File: src/hdl/ooo_cfg.svh
/*
  Build-time sizing for the commit subsystem.
  OOO_ROB_DEPTH must be a power of two; it sets both buffer entries and credits.
*/
`ifndef OOO_CFG_SVH
`define OOO_CFG_SVH

// Reorder buffer entries, also the number of dispatch credits
`define OOO_ROB_DEPTH 8

// Identical execution lanes behind the dispatcher
`define OOO_NUM_LANES 4

// Operand and result width
`define OOO_DATA_W 16

`endif

File: src/hdl/ooo_pkg.sv
/*
  Shared types and the arithmetic rule used by every lane.
  Tag width follows OOO_ROB_DEPTH, so tags wrap exactly at the buffer depth.
*/
`default_nettype none
`include "ooo_cfg.svh"

package ooo_pkg;

  // Entry tag, one value per buffer slot
  typedef logic [$clog2(`OOO_ROB_DEPTH)-1:0] tag_t;

  typedef enum logic [1:0] {
    OP_ADD,
    OP_SUB,
    OP_XOR,
    OP_MUL
  } opcode_t;

  // Requested latency, lane takes this plus one cycles
  typedef logic [1:0] lat_t;

  typedef logic [`OOO_DATA_W-1:0] data_t;

  // Payload held in the reorder buffer
  typedef struct packed {
    data_t data;
  } result_t;

  function automatic data_t apply_op(opcode_t op, data_t a, data_t b);
    data_t r;
    r = '0;
    case (op)
      OP_ADD: r = a + b;
      OP_SUB: r = a - b;
      OP_XOR: r = a ^ b;
      // Product truncated to the low data bits
      OP_MUL: r = a * b;
      default: r = '0;
    endcase
    return r;
  endfunction

endpackage

`default_nettype wire

File: src/hdl/tag_dispatch.sv
/*
  Accepts one operation per cycle and issues it to the lowest idle lane.
  Tags are sequential modulo the buffer depth; credits cap outstanding tags,
  so the buffer never sees an insert onto a live entry.
*/
`default_nettype none
`include "ooo_cfg.svh"

module tag_dispatch (
  input  wire logic                      clk,
  input  wire logic                      rst,
  input  wire logic                      in_valid,
  input  wire ooo_pkg::opcode_t          in_opcode,
  input  wire ooo_pkg::data_t            in_a,
  input  wire ooo_pkg::data_t            in_b,
  input  wire ooo_pkg::lat_t             in_lat,
  output logic                           in_ready,
  input  wire logic [`OOO_NUM_LANES-1:0] lane_idle,
  input  wire logic                      retire,
  output logic [`OOO_NUM_LANES-1:0]      issue_valid,
  output ooo_pkg::tag_t                  issue_tag,
  output ooo_pkg::opcode_t               issue_opcode,
  output ooo_pkg::data_t                 issue_a,
  output ooo_pkg::data_t                 issue_b,
  output ooo_pkg::lat_t                  issue_lat
);

  // One extra bit so the full count fits
  localparam int cred_w = $clog2(`OOO_ROB_DEPTH) + 1;

  logic [cred_w-1:0]         credits;
  ooo_pkg::tag_t             next_tag;
  logic [`OOO_NUM_LANES-1:0] pick;
  logic                      accept;

  // ----------------------------------------------------------
  // Lane selection
  // ----------------------------------------------------------

  // Isolate lowest set bit of the idle mask
  assign pick = lane_idle & (~lane_idle + 1'b1);

  // Need a free slot downstream and somewhere to run
  assign in_ready = (credits != '0) && (|lane_idle);
  assign accept   = in_valid & in_ready;

  assign issue_valid  = {`OOO_NUM_LANES{accept}} & pick;
  // Payload goes to all lanes, only the picked one latches it
  assign issue_tag    = next_tag;
  assign issue_opcode = in_opcode;
  assign issue_a      = in_a;
  assign issue_b      = in_b;
  assign issue_lat    = in_lat;

  // ----------------------------------------------------------
  // Tag and credit tracking
  // ----------------------------------------------------------

  always_ff @(posedge clk) begin
    if (rst) begin
      next_tag <= '0;
      credits  <= cred_w'(`OOO_ROB_DEPTH);
    end else begin
      // Tag width matches depth, wrap is implicit
      if (accept)
        next_tag <= next_tag + 1'b1;
      // Accept and retire in one cycle cancel out
      case ({accept, retire})
        2'b10:   credits <= credits - 1'b1;
        2'b01:   credits <= credits + 1'b1;
        default: credits <= credits;
      endcase
    end
  end

  // Retire without an outstanding tag would overflow credits
  a_credit_bound: assert property (@(posedge clk) disable iff (rst)
    credits <= cred_w'(`OOO_ROB_DEPTH));

  a_issue_onehot: assert property (@(posedge clk) disable iff (rst)
    $onehot0(issue_valid));

endmodule

`default_nettype wire

File: src/hdl/exec_lane.sv
/*
  One execution lane. Result is computed at issue and released after
  latency field plus one cycles, then held until the arbiter grants it.
  Lane only accepts an issue while idle.
*/
`default_nettype none

module exec_lane (
  input  wire logic             clk,
  input  wire logic             rst,
  input  wire logic             issue_valid,
  input  wire ooo_pkg::tag_t    issue_tag,
  input  wire ooo_pkg::opcode_t issue_opcode,
  input  wire ooo_pkg::data_t   issue_a,
  input  wire ooo_pkg::data_t   issue_b,
  input  wire ooo_pkg::lat_t    issue_lat,
  input  wire logic             grant,
  output logic                  lane_idle,
  output logic                  done_valid,
  output ooo_pkg::tag_t         done_tag,
  output ooo_pkg::data_t        done_data
);

  logic          busy;
  ooo_pkg::lat_t cnt;
  logic          leave;

  // Result handed off to the buffer this edge
  assign leave     = done_valid & grant;
  assign lane_idle = ~busy;

  // Busy from issue edge through grant edge
  always_ff @(posedge clk) begin
    if (rst) begin
      busy       <= 1'b0;
      done_valid <= 1'b0;
      cnt        <= '0;
    end else if (issue_valid) begin
      busy       <= 1'b1;
      done_valid <= 1'b0;
      cnt        <= issue_lat;
    end else if (leave) begin
      busy       <= 1'b0;
      done_valid <= 1'b0;
    end else if (busy && !done_valid) begin
      // Zero count means last cycle of latency
      if (cnt == '0)
        done_valid <= 1'b1;
      else
        cnt <= cnt - 1'b1;
    end
  end

  // Payload latched once per operation
  always_ff @(posedge clk) begin
    if (issue_valid) begin
      done_tag  <= issue_tag;
      done_data <= ooo_pkg::apply_op(issue_opcode, issue_a, issue_b);
    end
  end

  // Dispatcher must only pick idle lanes
  a_no_issue_busy: assert property (@(posedge clk) disable iff (rst)
    issue_valid |-> !busy);

endmodule

`default_nettype wire

File: src/hdl/result_arbiter.sv
/*
  Round-robin pick of one finished lane per cycle, combinational path.
  Pointer moves past the granted lane so every lane gets a turn.
  No ready toward the buffer; credits guarantee a free slot.
*/
`default_nettype none
`include "ooo_cfg.svh"

module result_arbiter (
  input  wire logic                      clk,
  input  wire logic                      rst,
  input  wire logic [`OOO_NUM_LANES-1:0] done_valid,
  input  wire ooo_pkg::tag_t             done_tag [`OOO_NUM_LANES],
  input  wire ooo_pkg::data_t            done_data [`OOO_NUM_LANES],
  output logic [`OOO_NUM_LANES-1:0]      grant,
  output logic                           ins_en,
  output ooo_pkg::tag_t                  ins_idx,
  output ooo_pkg::result_t               ins_msg
);

  localparam int n     = `OOO_NUM_LANES;
  localparam int ptr_w = (n > 1) ? $clog2(n) : 1;

  logic [ptr_w-1:0] ptr;
  logic [ptr_w-1:0] sel;
  logic             any;
  int               probe;

  // First valid lane at or after the pointer
  always_comb begin
    sel   = ptr;
    any   = 1'b0;
    probe = 0;
    for (int i = 0; i < n; i++) begin
      probe = int'(ptr) + i;
      if (probe >= n)
        probe = probe - n;
      if (!any && done_valid[probe]) begin
        any = 1'b1;
        sel = ptr_w'(probe);
      end
    end
  end

  always_comb begin
    grant = '0;
    if (any)
      grant[sel] = 1'b1;
  end

  assign ins_en  = any;
  assign ins_idx = done_tag[sel];
  assign ins_msg = '{data: done_data[sel]};

  // Step past the winner, wrap at lane count
  always_ff @(posedge clk) begin
    if (rst)
      ptr <= '0;
    else if (any)
      ptr <= (sel == ptr_w'(n - 1)) ? '0 : sel + 1'b1;
  end

  a_grant_legal: assert property (@(posedge clk) disable iff (rst)
    $onehot0(grant) && ((grant & ~done_valid) == '0));

endmodule

`default_nettype wire

File: src/hdl/reorder_buffer.sv
/*
  Tag-indexed result store, released strictly in tag order.
  depth must equal the number of tag values. An insert that hits the head
  while commit_ready is high commits at once and is never stored.
*/
`default_nettype none
`include "ooo_cfg.svh"

module reorder_buffer #(
  parameter int  depth = `OOO_ROB_DEPTH,
  parameter type t_msg = ooo_pkg::result_t
) (
  input  wire logic          clk,
  input  wire logic          rst,

  // ----------------------------------------------------------
  // Insert side, from the arbiter
  // ----------------------------------------------------------
  input  wire logic          ins_en,
  input  wire ooo_pkg::tag_t ins_idx,
  input  wire t_msg          ins_msg,

  // ----------------------------------------------------------
  // Commit side
  // ----------------------------------------------------------
  output logic               commit_valid,
  output ooo_pkg::tag_t      commit_tag,
  output t_msg               commit_data,
  input  wire logic          commit_ready,
  output logic               retire
);

  // ----------------------------------------------------------
  // Storage
  // ----------------------------------------------------------

  logic [depth-1:0] ent_val;
  t_msg             ent_msg [depth];

  ooo_pkg::tag_t    head;
  logic             head_hit;
  logic             bypass;
  logic             commit_fire;

  // Insert lands on the slot about to leave
  assign head_hit    = ins_en && (ins_idx == head);
  assign bypass      = head_hit & commit_ready;
  assign commit_fire = commit_valid & commit_ready;

  // Valid flags are the only state needing reset
  always_ff @(posedge clk) begin
    if (rst) begin
      ent_val <= '0;
    end else begin
      if (ins_en && !bypass)
        ent_val[ins_idx] <= 1'b1;
      // Free the head slot, a bypass never set it
      if (commit_fire)
        ent_val[head] <= 1'b0;
    end
  end

  always_ff @(posedge clk) begin
    if (ins_en && !bypass)
      ent_msg[ins_idx] <= ins_msg;
  end

  // ----------------------------------------------------------
  // In-order release
  // ----------------------------------------------------------

  always_ff @(posedge clk) begin
    if (rst)
      head <= '0;
    else if (commit_fire)
      head <= (head == ooo_pkg::tag_t'(depth - 1)) ? '0 : head + 1'b1;
  end

  assign commit_valid = ent_val[head] | head_hit;
  assign commit_tag   = head;
  // Stored copy preferred, otherwise the arriving result
  assign commit_data  = ent_val[head] ? ent_msg[head] : ins_msg;

  // Credit back to the dispatcher
  assign retire = commit_fire;

  // Credits should keep a live slot from being overwritten
  a_no_overwrite: assert property (@(posedge clk) disable iff (rst)
    ins_en |-> !ent_val[ins_idx]);

endmodule

`default_nettype wire

File: src/hdl/ooo_commit_top.sv
/*
  Commit subsystem: dispatcher, execution lanes, result arbiter, reorder buffer.
  Operations commit in acceptance order whatever their latency.
*/
`default_nettype none
`include "ooo_cfg.svh"

module ooo_commit_top (
  input  wire logic             clk,
  input  wire logic             rst,
  input  wire logic             in_valid,
  output logic                  in_ready,
  input  wire ooo_pkg::opcode_t in_opcode,
  input  wire ooo_pkg::data_t   in_a,
  input  wire ooo_pkg::data_t   in_b,
  input  wire ooo_pkg::lat_t    in_lat,
  output logic                  commit_valid,
  input  wire logic             commit_ready,
  output ooo_pkg::tag_t         commit_tag,
  output ooo_pkg::result_t      commit_data
);

  // ----------------------------------------------------------
  // Interconnect
  // ----------------------------------------------------------

  // Dispatch to lanes
  logic [`OOO_NUM_LANES-1:0] issue_valid;
  logic [`OOO_NUM_LANES-1:0] lane_idle;
  ooo_pkg::tag_t             issue_tag;
  ooo_pkg::opcode_t          issue_opcode;
  ooo_pkg::data_t            issue_a;
  ooo_pkg::data_t            issue_b;
  ooo_pkg::lat_t             issue_lat;

  // Lanes to arbiter
  logic [`OOO_NUM_LANES-1:0] done_valid;
  logic [`OOO_NUM_LANES-1:0] grant;
  ooo_pkg::tag_t             done_tag [`OOO_NUM_LANES];
  ooo_pkg::data_t            done_data [`OOO_NUM_LANES];

  // Arbiter to buffer, buffer back to dispatch
  logic                      ins_en;
  ooo_pkg::tag_t             ins_idx;
  ooo_pkg::result_t          ins_msg;
  logic                      retire;

  tag_dispatch dispatch_i (
    .clk          (clk),
    .rst          (rst),
    .in_valid     (in_valid),
    .in_opcode    (in_opcode),
    .in_a         (in_a),
    .in_b         (in_b),
    .in_lat       (in_lat),
    .in_ready     (in_ready),
    .lane_idle    (lane_idle),
    .retire       (retire),
    .issue_valid  (issue_valid),
    .issue_tag    (issue_tag),
    .issue_opcode (issue_opcode),
    .issue_a      (issue_a),
    .issue_b      (issue_b),
    .issue_lat    (issue_lat)
  );

  for (genvar g = 0; g < `OOO_NUM_LANES; g++) begin : g_lane
    exec_lane lane_i (
      .clk          (clk),
      .rst          (rst),
      .issue_valid  (issue_valid[g]),
      .issue_tag    (issue_tag),
      .issue_opcode (issue_opcode),
      .issue_a      (issue_a),
      .issue_b      (issue_b),
      .issue_lat    (issue_lat),
      .grant        (grant[g]),
      .lane_idle    (lane_idle[g]),
      .done_valid   (done_valid[g]),
      .done_tag     (done_tag[g]),
      .done_data    (done_data[g])
    );
  end

  result_arbiter arbiter_i (
    .clk        (clk),
    .rst        (rst),
    .done_valid (done_valid),
    .done_tag   (done_tag),
    .done_data  (done_data),
    .grant      (grant),
    .ins_en     (ins_en),
    .ins_idx    (ins_idx),
    .ins_msg    (ins_msg)
  );

  reorder_buffer #(
    .depth (`OOO_ROB_DEPTH),
    .t_msg (ooo_pkg::result_t)
  ) rob_i (
    .clk          (clk),
    .rst          (rst),
    .ins_en       (ins_en),
    .ins_idx      (ins_idx),
    .ins_msg      (ins_msg),
    .commit_valid (commit_valid),
    .commit_tag   (commit_tag),
    .commit_data  (commit_data),
    .commit_ready (commit_ready),
    .retire       (retire)
  );

endmodule

`default_nettype wire

File: config.mk
export PLATFORM = sky130hd
export DESIGN_NAME = ooo_commit_top
export DESIGN_NICKNAME = d
export VERILOG_FILES = /design/src/hdl/ooo_pkg.sv /design/src/hdl/tag_dispatch.sv /design/src/hdl/exec_lane.sv /design/src/hdl/result_arbiter.sv /design/src/hdl/reorder_buffer.sv /design/src/hdl/ooo_commit_top.sv
export VERILOG_INCLUDE_DIRS = /design/src /design/src/hdl
export SDC_FILE = /design/constraint.sdc
export NUM_CORES = 1
export LEC_CHECK = 0
export BUFFER_PORTS_ARGS = -buffer_cell sky130_fd_sc_hd__buf_2
export CAP_MARGIN = 10
export CORE_MARGIN = 8
export CORE_UTILIZATION = 45
export CTS_CLUSTER_SIZE = 14
export DETAILED_ROUTE_END_ITERATION = 6
export SKIP_LAST_GASP = 1
export SYNTH_ARGS = -nofsm -noshare
export SYNTH_HDL_FRONTEND = slang
export SYNTH_HIERARCHICAL = 1
export SYNTH_SLANG_ARGS = --single-unit
export TNS_END_PERCENT = 5
File: constraint.sdc
create_clock -name clk -period 12.45 [get_ports clk]
set_clock_uncertainty 0.05 [all_clocks]
set_input_delay 0.6225 -clock clk [delete_from_list [all_inputs] [get_ports clk]]
set_output_delay 0.6225 -clock clk [all_outputs]
set_load 0.03 [all_outputs]
==> impl_metrics.json, run 1 <==
{
  "status": "completed",
  "cp.depth": 19,
  "netlist.area_leader.share": 0.204,
  "syn_inst": 3433,
  "setup_viol_count_final": 0,
  "yosysMostFrequentCell": "inv_1",
  "hold_slack_ns": 0.326,
  "worstReg2RegEnd": "dispatch_i/credits[3]$_SDFFE_PP1P_",
  "power_frac_comb": 0.708,
  "timing.fmax_mhz": 154,
  "ant_nets": 0,
  "ir_drop_uv": 204,
  "cts_sinks": 243,
  "finalSetupTns_ns": 0,
  "wl_met1_microns": 39300,
  "critPathLaunch": "in_b[2]",
  "p_per_area_mw_per_mm2": 198,
  "synthTopCellsByCount": "514 x inv_1, 391 x nand2_1, 325 x fa_1, 303 x ha_1, 250 x and2_1",
  "crit_buf_inv": 5,
  "route.met3.wl_microns": 4990,
  "grt_pass1_vias": 23700,
  "synth-async-reset-ratio": 0,
  "min_period_over_period": 0.520,
  "start_util": 0.455,
  "reg2reg_from": "g_lane[3].lane_i/done_valid$_SDFFE_PP0P_",
  "drt_iter0_drc": 1424,
  "yosysSeqAreaShare": 0.216,
  "nets": 4052,
  "fillers": 6807,
  "ff2ff_setup_slack_ns": 7.14,
  "fp.dieH_microns": 282,
  "route.vias.total": 23400,
  "wl_per_cell_microns": 19.9,
  "max_slew_margin": 0.201,
  "grt_util_all_layers": 0.219,
  "io_buffer_count": 60,
  "drc_errors": 0,
  "synth_edf_count": 204,
  "clock_latency_ns": 0.55,
  "routed_wl_microns": 86200,
  "dp_slack_ns": 5.46,
  "path_cells": "buf_2 -> buf_4 -> nand2_1 -> fa_1 -> fa_1 -> fa_1 -> fa_1 -> inv_1 -> fa_1 -> inv_1 -> fa_1 -> inv_1 -> ha_1 -> and3_1 -> a311oi_1 -> a21oi_1 -> xor2_1 -> o21ai_0 -> o21ai_1",
  "clockRootBuffer": "clkbuf_16",
  "crit_type": "primary input to register",
  "cpPeakStageDelay_ns": 0.65,
  "core_area_sq_mm": 0.0701,
  "drive_above_1_share": 0.0723,
  "crit_required_ns": 12.69,
  "route.met2.wl_microns": 40300,
  "crit_top_cell": "fa_1",
  "fin_crit_ns": 6.48,
  "worst-path-max-fanout": 46,
  "routed.top_layer": "met4",
  "dp_hpwl_microns": 56300,
  "p_clk_frac": 0.126,
  "leakagePower_uw": 0.0146,
  "ys.flop_type": "edfxtp_1",
  "gp_congestion": 0.842,
  "critPathTopFamily": "adder cells",
  "synth_top_area_cell": "fa_1",
  "diodes": 0,
  "syn_avg_cell_area_sq_um": 9.29,
  "avgViaCountPerCell": 5.39,
  "cts_tree": "yes",
  "synth_area_leaders": "fa_1 20%, edfxtp_1 19%, ha_1 12%",
  "synth_warnings": 6,
  "grt_overflow": 0,
  "ctsLongestPathBuffers": 3,
  "die_x_microns": 282,
  "maxSlewViolCount": 0,
  "synth_cell_types": 80,
  "numCtsBuffers": 27,
  "place_area_sq_mm": 0.0329,
  "cts-hold-fix-buffers": 0,
  "antenna_found_initial": 0,
  "switching_share": 0.458,
  "cts_resized": 0,
  "maxCapViolCount": 0,
  "post-cts-setup-buffers": 0,
  "hold_viol_final": 0,
  "htreeDepth": 1,
  "netlist_area_sq_mm": 0.0319,
  "fin_area_sq_mm": 0.0338,
  "start_kind": "primary input",
  "p_seq_frac": 0.167,
  "clkTransAtPathRegs_ns": 0.07,
  "row_count": 97,
  "syn_nets": 4101,
  "worstSetupEndpoint": "g_lane[3].lane_i/done_data[14]$_DFFE_PP_",
  "crit_slowest_cell": "buf_4",
  "area_growth_pct": 5.88,
  "firstDrtPassIters": 6,
  "power.internal_uw": 3630,
  "grt_max_degree": 69,
  "min_path_type": "primary input to register",
  "grt_pass1_wl_microns": 137000,
  "switchingPower_uw": 3060,
  "boundaryPins": 61,
  "rsz0062_at_grt": "no",
  "reg2regPathDepth": 17,
  "worst_pin_slew_ns": 1.20,
  "synth-seq-cells": 243,
  "worst_slack_ns": 5.97,
  "crit_arrival_ns": 6.71,
  "end_kind": "register",
  "die-area_sq_mm": 0.0797
}
==> routing by layer <==
layer / up-vias / global-route usage
met3: 104 / 0.0176
li1: 11000 / -
met1: 11600 / 0.311
met5: - / 0
met4: 0 / 0.0411
met2: 689 / 0.369
==> placed cells by master (no fill, tap or decap), drive strengths merged, types with 92 or more instances in the layout <==
master  instances
a21oi         163
edfxtp        204
buf           111
inv           519
nand2         393
fa            325
o21ai          92
and2          252
xnor2         213
ha            303
nor2          210
==> sequential cells by signal (all words and copies together), names as in the netlist, named ones only <==
name,flops
g_lane.lane_i/done_valid,4
rob_i/ent_msg,128
g_lane.lane_i/done_tag,12
rob_i/commit_tag,3
g_lane.lane_i/busy,4
dispatch_i/credits,4
g_lane.lane_i/cnt,8
arbiter_i/ptr,2
g_lane.lane_i/done_data,64
rob_i/ent_val,8
dispatch_i/issue_tag,3
==> how the worst min path moves through the flow <==
| stage | startpoint | endpoint | slack [ns] | cells after the start |
|---|---|---|---|---|
| 3_5_place_dp | g_lane[3].lane_i/busy$_SDFFE_PP0P_ | g_lane[3].lane_i/busy$_SDFFE_PP0P_ | 0.45 | 2 |
| 2_1_floorplan | g_lane[0].lane_i/busy$_SDFFE_PP0P_ | g_lane[0].lane_i/busy$_SDFFE_PP0P_ | 0.43 | 2 |
| 3_3_place_gp | g_lane[3].lane_i/busy$_SDFFE_PP0P_ | g_lane[3].lane_i/busy$_SDFFE_PP0P_ | 0.44 | 2 |
| 5_1_grt | in_lat[0] | g_lane[1].lane_i/cnt[0]$_SDFFE_PP0P_ | 0.34 | 3 |
| 6_report | in_lat[1] | g_lane[2].lane_i/cnt[1]$_SDFFE_PP0P_ | 0.33 | 3 |
| 4_1_cts | in_lat[1] | g_lane[2].lane_i/cnt[1]$_SDFFE_PP0P_ | 0.31 | 3 |
==> logic make-up (layout without fill, tap and decap cells) <==
| group | count (synthesis) | in the layout | share of synthesized area |
|---|---|---|---|
| mux | 82 | 82 | 0.0398 |
| fa+ha+maj | 628 | 628 | 0.323 |
| simple gates | 1031 | 1031 | 0.156 |
| compound gates | 449 | 449 | 0.0897 |
| buf+inv | 706 | 676 | 0.0914 |
| xor+xnor | 294 | 294 | 0.0834 |
| flops | 243 | 243 | 0.216 |
==> layout make-up <==
class	instances	area (sq um)	share of cell area
clock buffers	29	683	0.0202
clock inverters	19	236	0.00700
inverters	517	1940	0.0575
multi-input cells	2484	22100	0.655
flip-flops and latches	243	6910	0.205
well taps	940	1180	0.0348
repair buffers	111	701	0.0207
==> power groups by stage <==
stage,clock [uW],sequential [uW],combinational (uW)
2_1_floorplan,0,1120,3700
3_3_place_gp,0,1130,4700
3_5_place_dp,0,1130,4720
4_1_cts,856,1120,4760
5_1_grt,886,1120,5390
6_report,840,1110,4730
==> stage by stage <==
step	total power, uW	instances	util
after floorplan	4820	3433	-
after global placement	5830	4295	0.468
after detailed placement	5850	4295	0.468
after CTS	6730	4343	0.482
after global routing	7400	4343	0.482
final	6690	4343	0.482
==> worst register-to-register path: stages (launching register included) <==
cell	delay, ns
dfxtp_1	0.52
and3b_1	0.25
a2111oi_4	0.32
nor2_2	0.08
inv_2	0.61
nand2_1	0.12
a32oi_1	0.84
xnor2_1	0.28
nand4_1	0.40
nand2_1	0.34
and2_1	0.19
ha_1	0.16
inv_1	0.09
ha_1	0.33
a21oi_1	0.18
a211oi_1	0.09
a31oi_1	0.19
mux2i_1	0.19
Note: power is estimated with default switching activity, not from simulation.
==> run 2, diff against run 1 <==
--- a/config.mk
+++ b/config.mk
@@ -6,6 +6,7 @@
 export SDC_FILE = /design/constraint.sdc
 export NUM_CORES = 1
 export LEC_CHECK = 0
+export ABC_AREA = 1
 export BUFFER_PORTS_ARGS = -buffer_cell sky130_fd_sc_hd__buf_2
 export CAP_MARGIN = 10
 export CORE_MARGIN = 8
==> constraint.sdc (replaced) <==
create_clock -name clk -period 6.6 [get_ports clk]
set_clock_uncertainty 0.05 [all_clocks]
set_input_delay 0.33 -clock clk [delete_from_list [all_inputs] [get_ports clk]]
set_output_delay 0.33 -clock clk [all_outputs]
set_load 0.03 [all_outputs]
==> impl_metrics.json, run 2 <==
{
  "ir_drop_uv": 239,
  "min_path_type": "primary input to register",
  "synthTopCellsByCount": "1285 x nand2_1, 1049 x inv_1, 325 x fa_1, 319 x nand3_1, 303 x ha_1",
  "regArea_sq_mm": 0.00691,
  "syn_avg_cell_area_sq_um": 7.28,
  "numCtsBuffers": 27,
  "grt_overflow": 0,
  "wl_per_cell_microns": 17.3,
  "yosysSeqAreaShare": 0.200,
  "crit_arrival_ns": 5.86,
  "boundaryPins": 61,
  "die_x_microns": 293,
  "min_period_over_period": 0.847,
  "synth_cell_types": 62,
  "syn_inst": 4745,
  "instances_no_fill": 5760,
  "drive_above_1_share": 0.0683,
  "clkTransAtPathRegs_ns": 0.07,
  "nets": 5374,
  "grt_util_all_layers": 0.230,
  "finalSetupTns_ns": 0,
  "area_growth_pct": 6.04,
  "largest_reg_flops": 128,
  "io_buffer_count": 60,
  "ctsLongestPathBuffers": 3,
  "drc_errors": 1,
  "cts_sinks": 243,
  "top_regs": "rob_i/ent_msg: 128 flops, g_lane.lane_i/done_data: 64 flops, g_lane.lane_i/done_tag: 12 flops",
  "grt_pass1_wl_microns": 158000,
  "drt_iter0_drc": 2282,
  "met1_usage": 0.323,
  "post-cts-setup-buffers": 0,
  "cts_resized": 0,
  "synth_area_leaders": "fa_1 19%, edfxtp_1 18%, nand2_1 14%",
  "maxSlewViolCount": 0,
  "netlist_area_sq_mm": 0.0345,
  "gp_congestion": 0.907,
  "start_kind": "primary input",
  "crit_required_ns": 6.87,
  "rsz0062_at_grt": "no",
  "antenna_found_initial": 5,
  "die-area_sq_mm": 0.0858,
  "finalPower_uw": 14500,
  "syn_nets": 5413,
  "p_per_area_mw_per_mm2": 395,
  "route.vias.total": 29400,
  "hold_viol_final": 0,
  "dp_hpwl_microns": 73600,
  "synth_edf_count": 204,
  "final_common_cell": "nand2_1",
  "routed_wl_microns": 99600,
  "leakagePower_uw": 0.0200,
  "status": "finished, violations left",
  "use_met2": 0.381,
  "worst_pin_slew_ns": 1.10,
  "start_util": 0.455,
  "yosysMostFrequentCell": "nand2_1",
  "htreeDepth": 1,
  "clock_latency_ns": 0.57,
  "netlist.area_leader.share": 0.188,
  "maxCapViolCount": 0,
  "end_kind": "register",
  "setup_viol_count_final": 0,
  "avgViaCountPerCell": 5.11,
  "core_area_sq_mm": 0.0759,
  "fillers": 7642,
  "use_met3": 0.0285,
  "synth-async-reset-ratio": 0,
  "grt_pass1_vias": 28600,
  "violations": "design-rule violations",
  "timing.fmax_mhz": 179,
  "firstDrtPassIters": 7,
  "ys.flop_type": "edfxtp_1",
  "placed_cells": 5707,
  "clockRootBuffer": "clkbuf_16",
  "grt_max_degree": 66,
  "synth_top_area_cell": "fa_1",
  "fp.dieH_microns": 293,
  "synth_warnings": 6,
  "ant_nets": 0,
  "regMostFlops": "rob_i/ent_msg",
  "multi_input_area_sq_mm": 0.0224,
  "max_slew_margin": 0.269,
  "worst-path-max-fanout": 28,
  "synth-seq-cells": 243,
  "fin_crit_ns": 5.59,
  "top_usage_layer": "met2",
  "row_count": 101,
  "crit_type": "primary input to register",
  "cts-hold-fix-buffers": 0,
  "cts_tree": "yes",
  "final_cell_mix": "1285 x nand2_1, 1049 x inv_1, 325 x fa_1"
}
[run 2: cell type report]
class,count,share of cell area
clock buffer,32,0.0190
timing repair buffer,145,0.0299
sequential,243,0.189
inverter,1079,0.111
clock inverter,17,0.00407
tap,1030,0.0352
antenna,4,0.000273
multi-input combinational,3210,0.612
[run 2: worst max-delay path, cell delays in order]
cell and delay, ns:
buf_2 0.63, buf_4 0.36, nand2_1 0.08, inv_1 0.08, fa_1 0.41, inv_1 0.08
fa_1 0.41, inv_1 0.08, fa_1 0.44, fa_1 0.51, fa_1 0.49, inv_1 0.05
fa_1 0.47, inv_1 0.04, ha_1 0.33, inv_1 0.12, o21ai_0 0.10, nor2_1 0.11
nand3_1 0.15, nand2_1 0.09, nand2_1 0.06, a21oi_1 0.16, nand3_1 0.10, nand3_1 0.09
nand2_1 0.06
[run 2: final timing paths]
kind	start	endpoint	slack (ns)	depth (start not counted)
worst min-delay path	in_valid	dispatch_i/issue_tag[2]$_SDFFE_PP0P_	0.03	3
worst max register to register	arbiter_i/ptr[0]$_SDFFE_PP0P_	dispatch_i/credits[3]$_SDFFE_PP1P_	2.03	28
worst max-delay path	in_a[7]	g_lane[2].lane_i/done_data[15]$_DFFE_PP_	1.01	25
worst min register to register	g_lane[2].lane_i/busy$_SDFFE_PP0P_	g_lane[2].lane_i/busy$_SDFFE_PP0P_	0.43	2
[run 2: layer usage]
| layer | up-vias | part of all wire |
|---|---|---|
| met2 | 800 | 0.45 |
| met3 | 132 | 0.064 |
| met1 | 14000 | 0.46 |
| li1 | 14500 | - |
| met5 | - | 0.000080 |
| met4 | 2 | 0.021 |
[run 2: stage by stage]
stage | hold WS [ns] | utilization | worst slack (ns) | cell area, sq um
5_1_grt | 0.0299 | 0.482 | 0.756 | 36600
3_3_place_gp | 0.416 | 0.471 | 0.470 | 35800
4_1_cts | 0.00495 | 0.482 | 1.11 | 36600
2_1_floorplan | 0.342 | - | 1.04 | 34500
3_5_place_dp | 0.418 | 0.471 | 0.506 | 35800
6_report | 0.0303 | 0.482 | 1.01 | 36600
[run 2: report_power, final]
group | internal [uW] | total (uW) | switching [uW]
combinational | 3510 | 10500 | 6950
sequential | 2410 | 2550 | 139
clock | 802 | 1460 | 655
total | 6720 | 14500 | 7750
[run 2: logic make-up (layout without fill, tap and decap cells)]
family,after synthesis,count (layout),share of synthesized area
fa+ha+maj,628,628,0.298
compound gates,459,459,0.0756
other cells,0,4,0
xor+xnor,95,95,0.0241
buf+inv,1292,1273,0.151
simple gates,2028,2028,0.251
flops,243,243,0.200
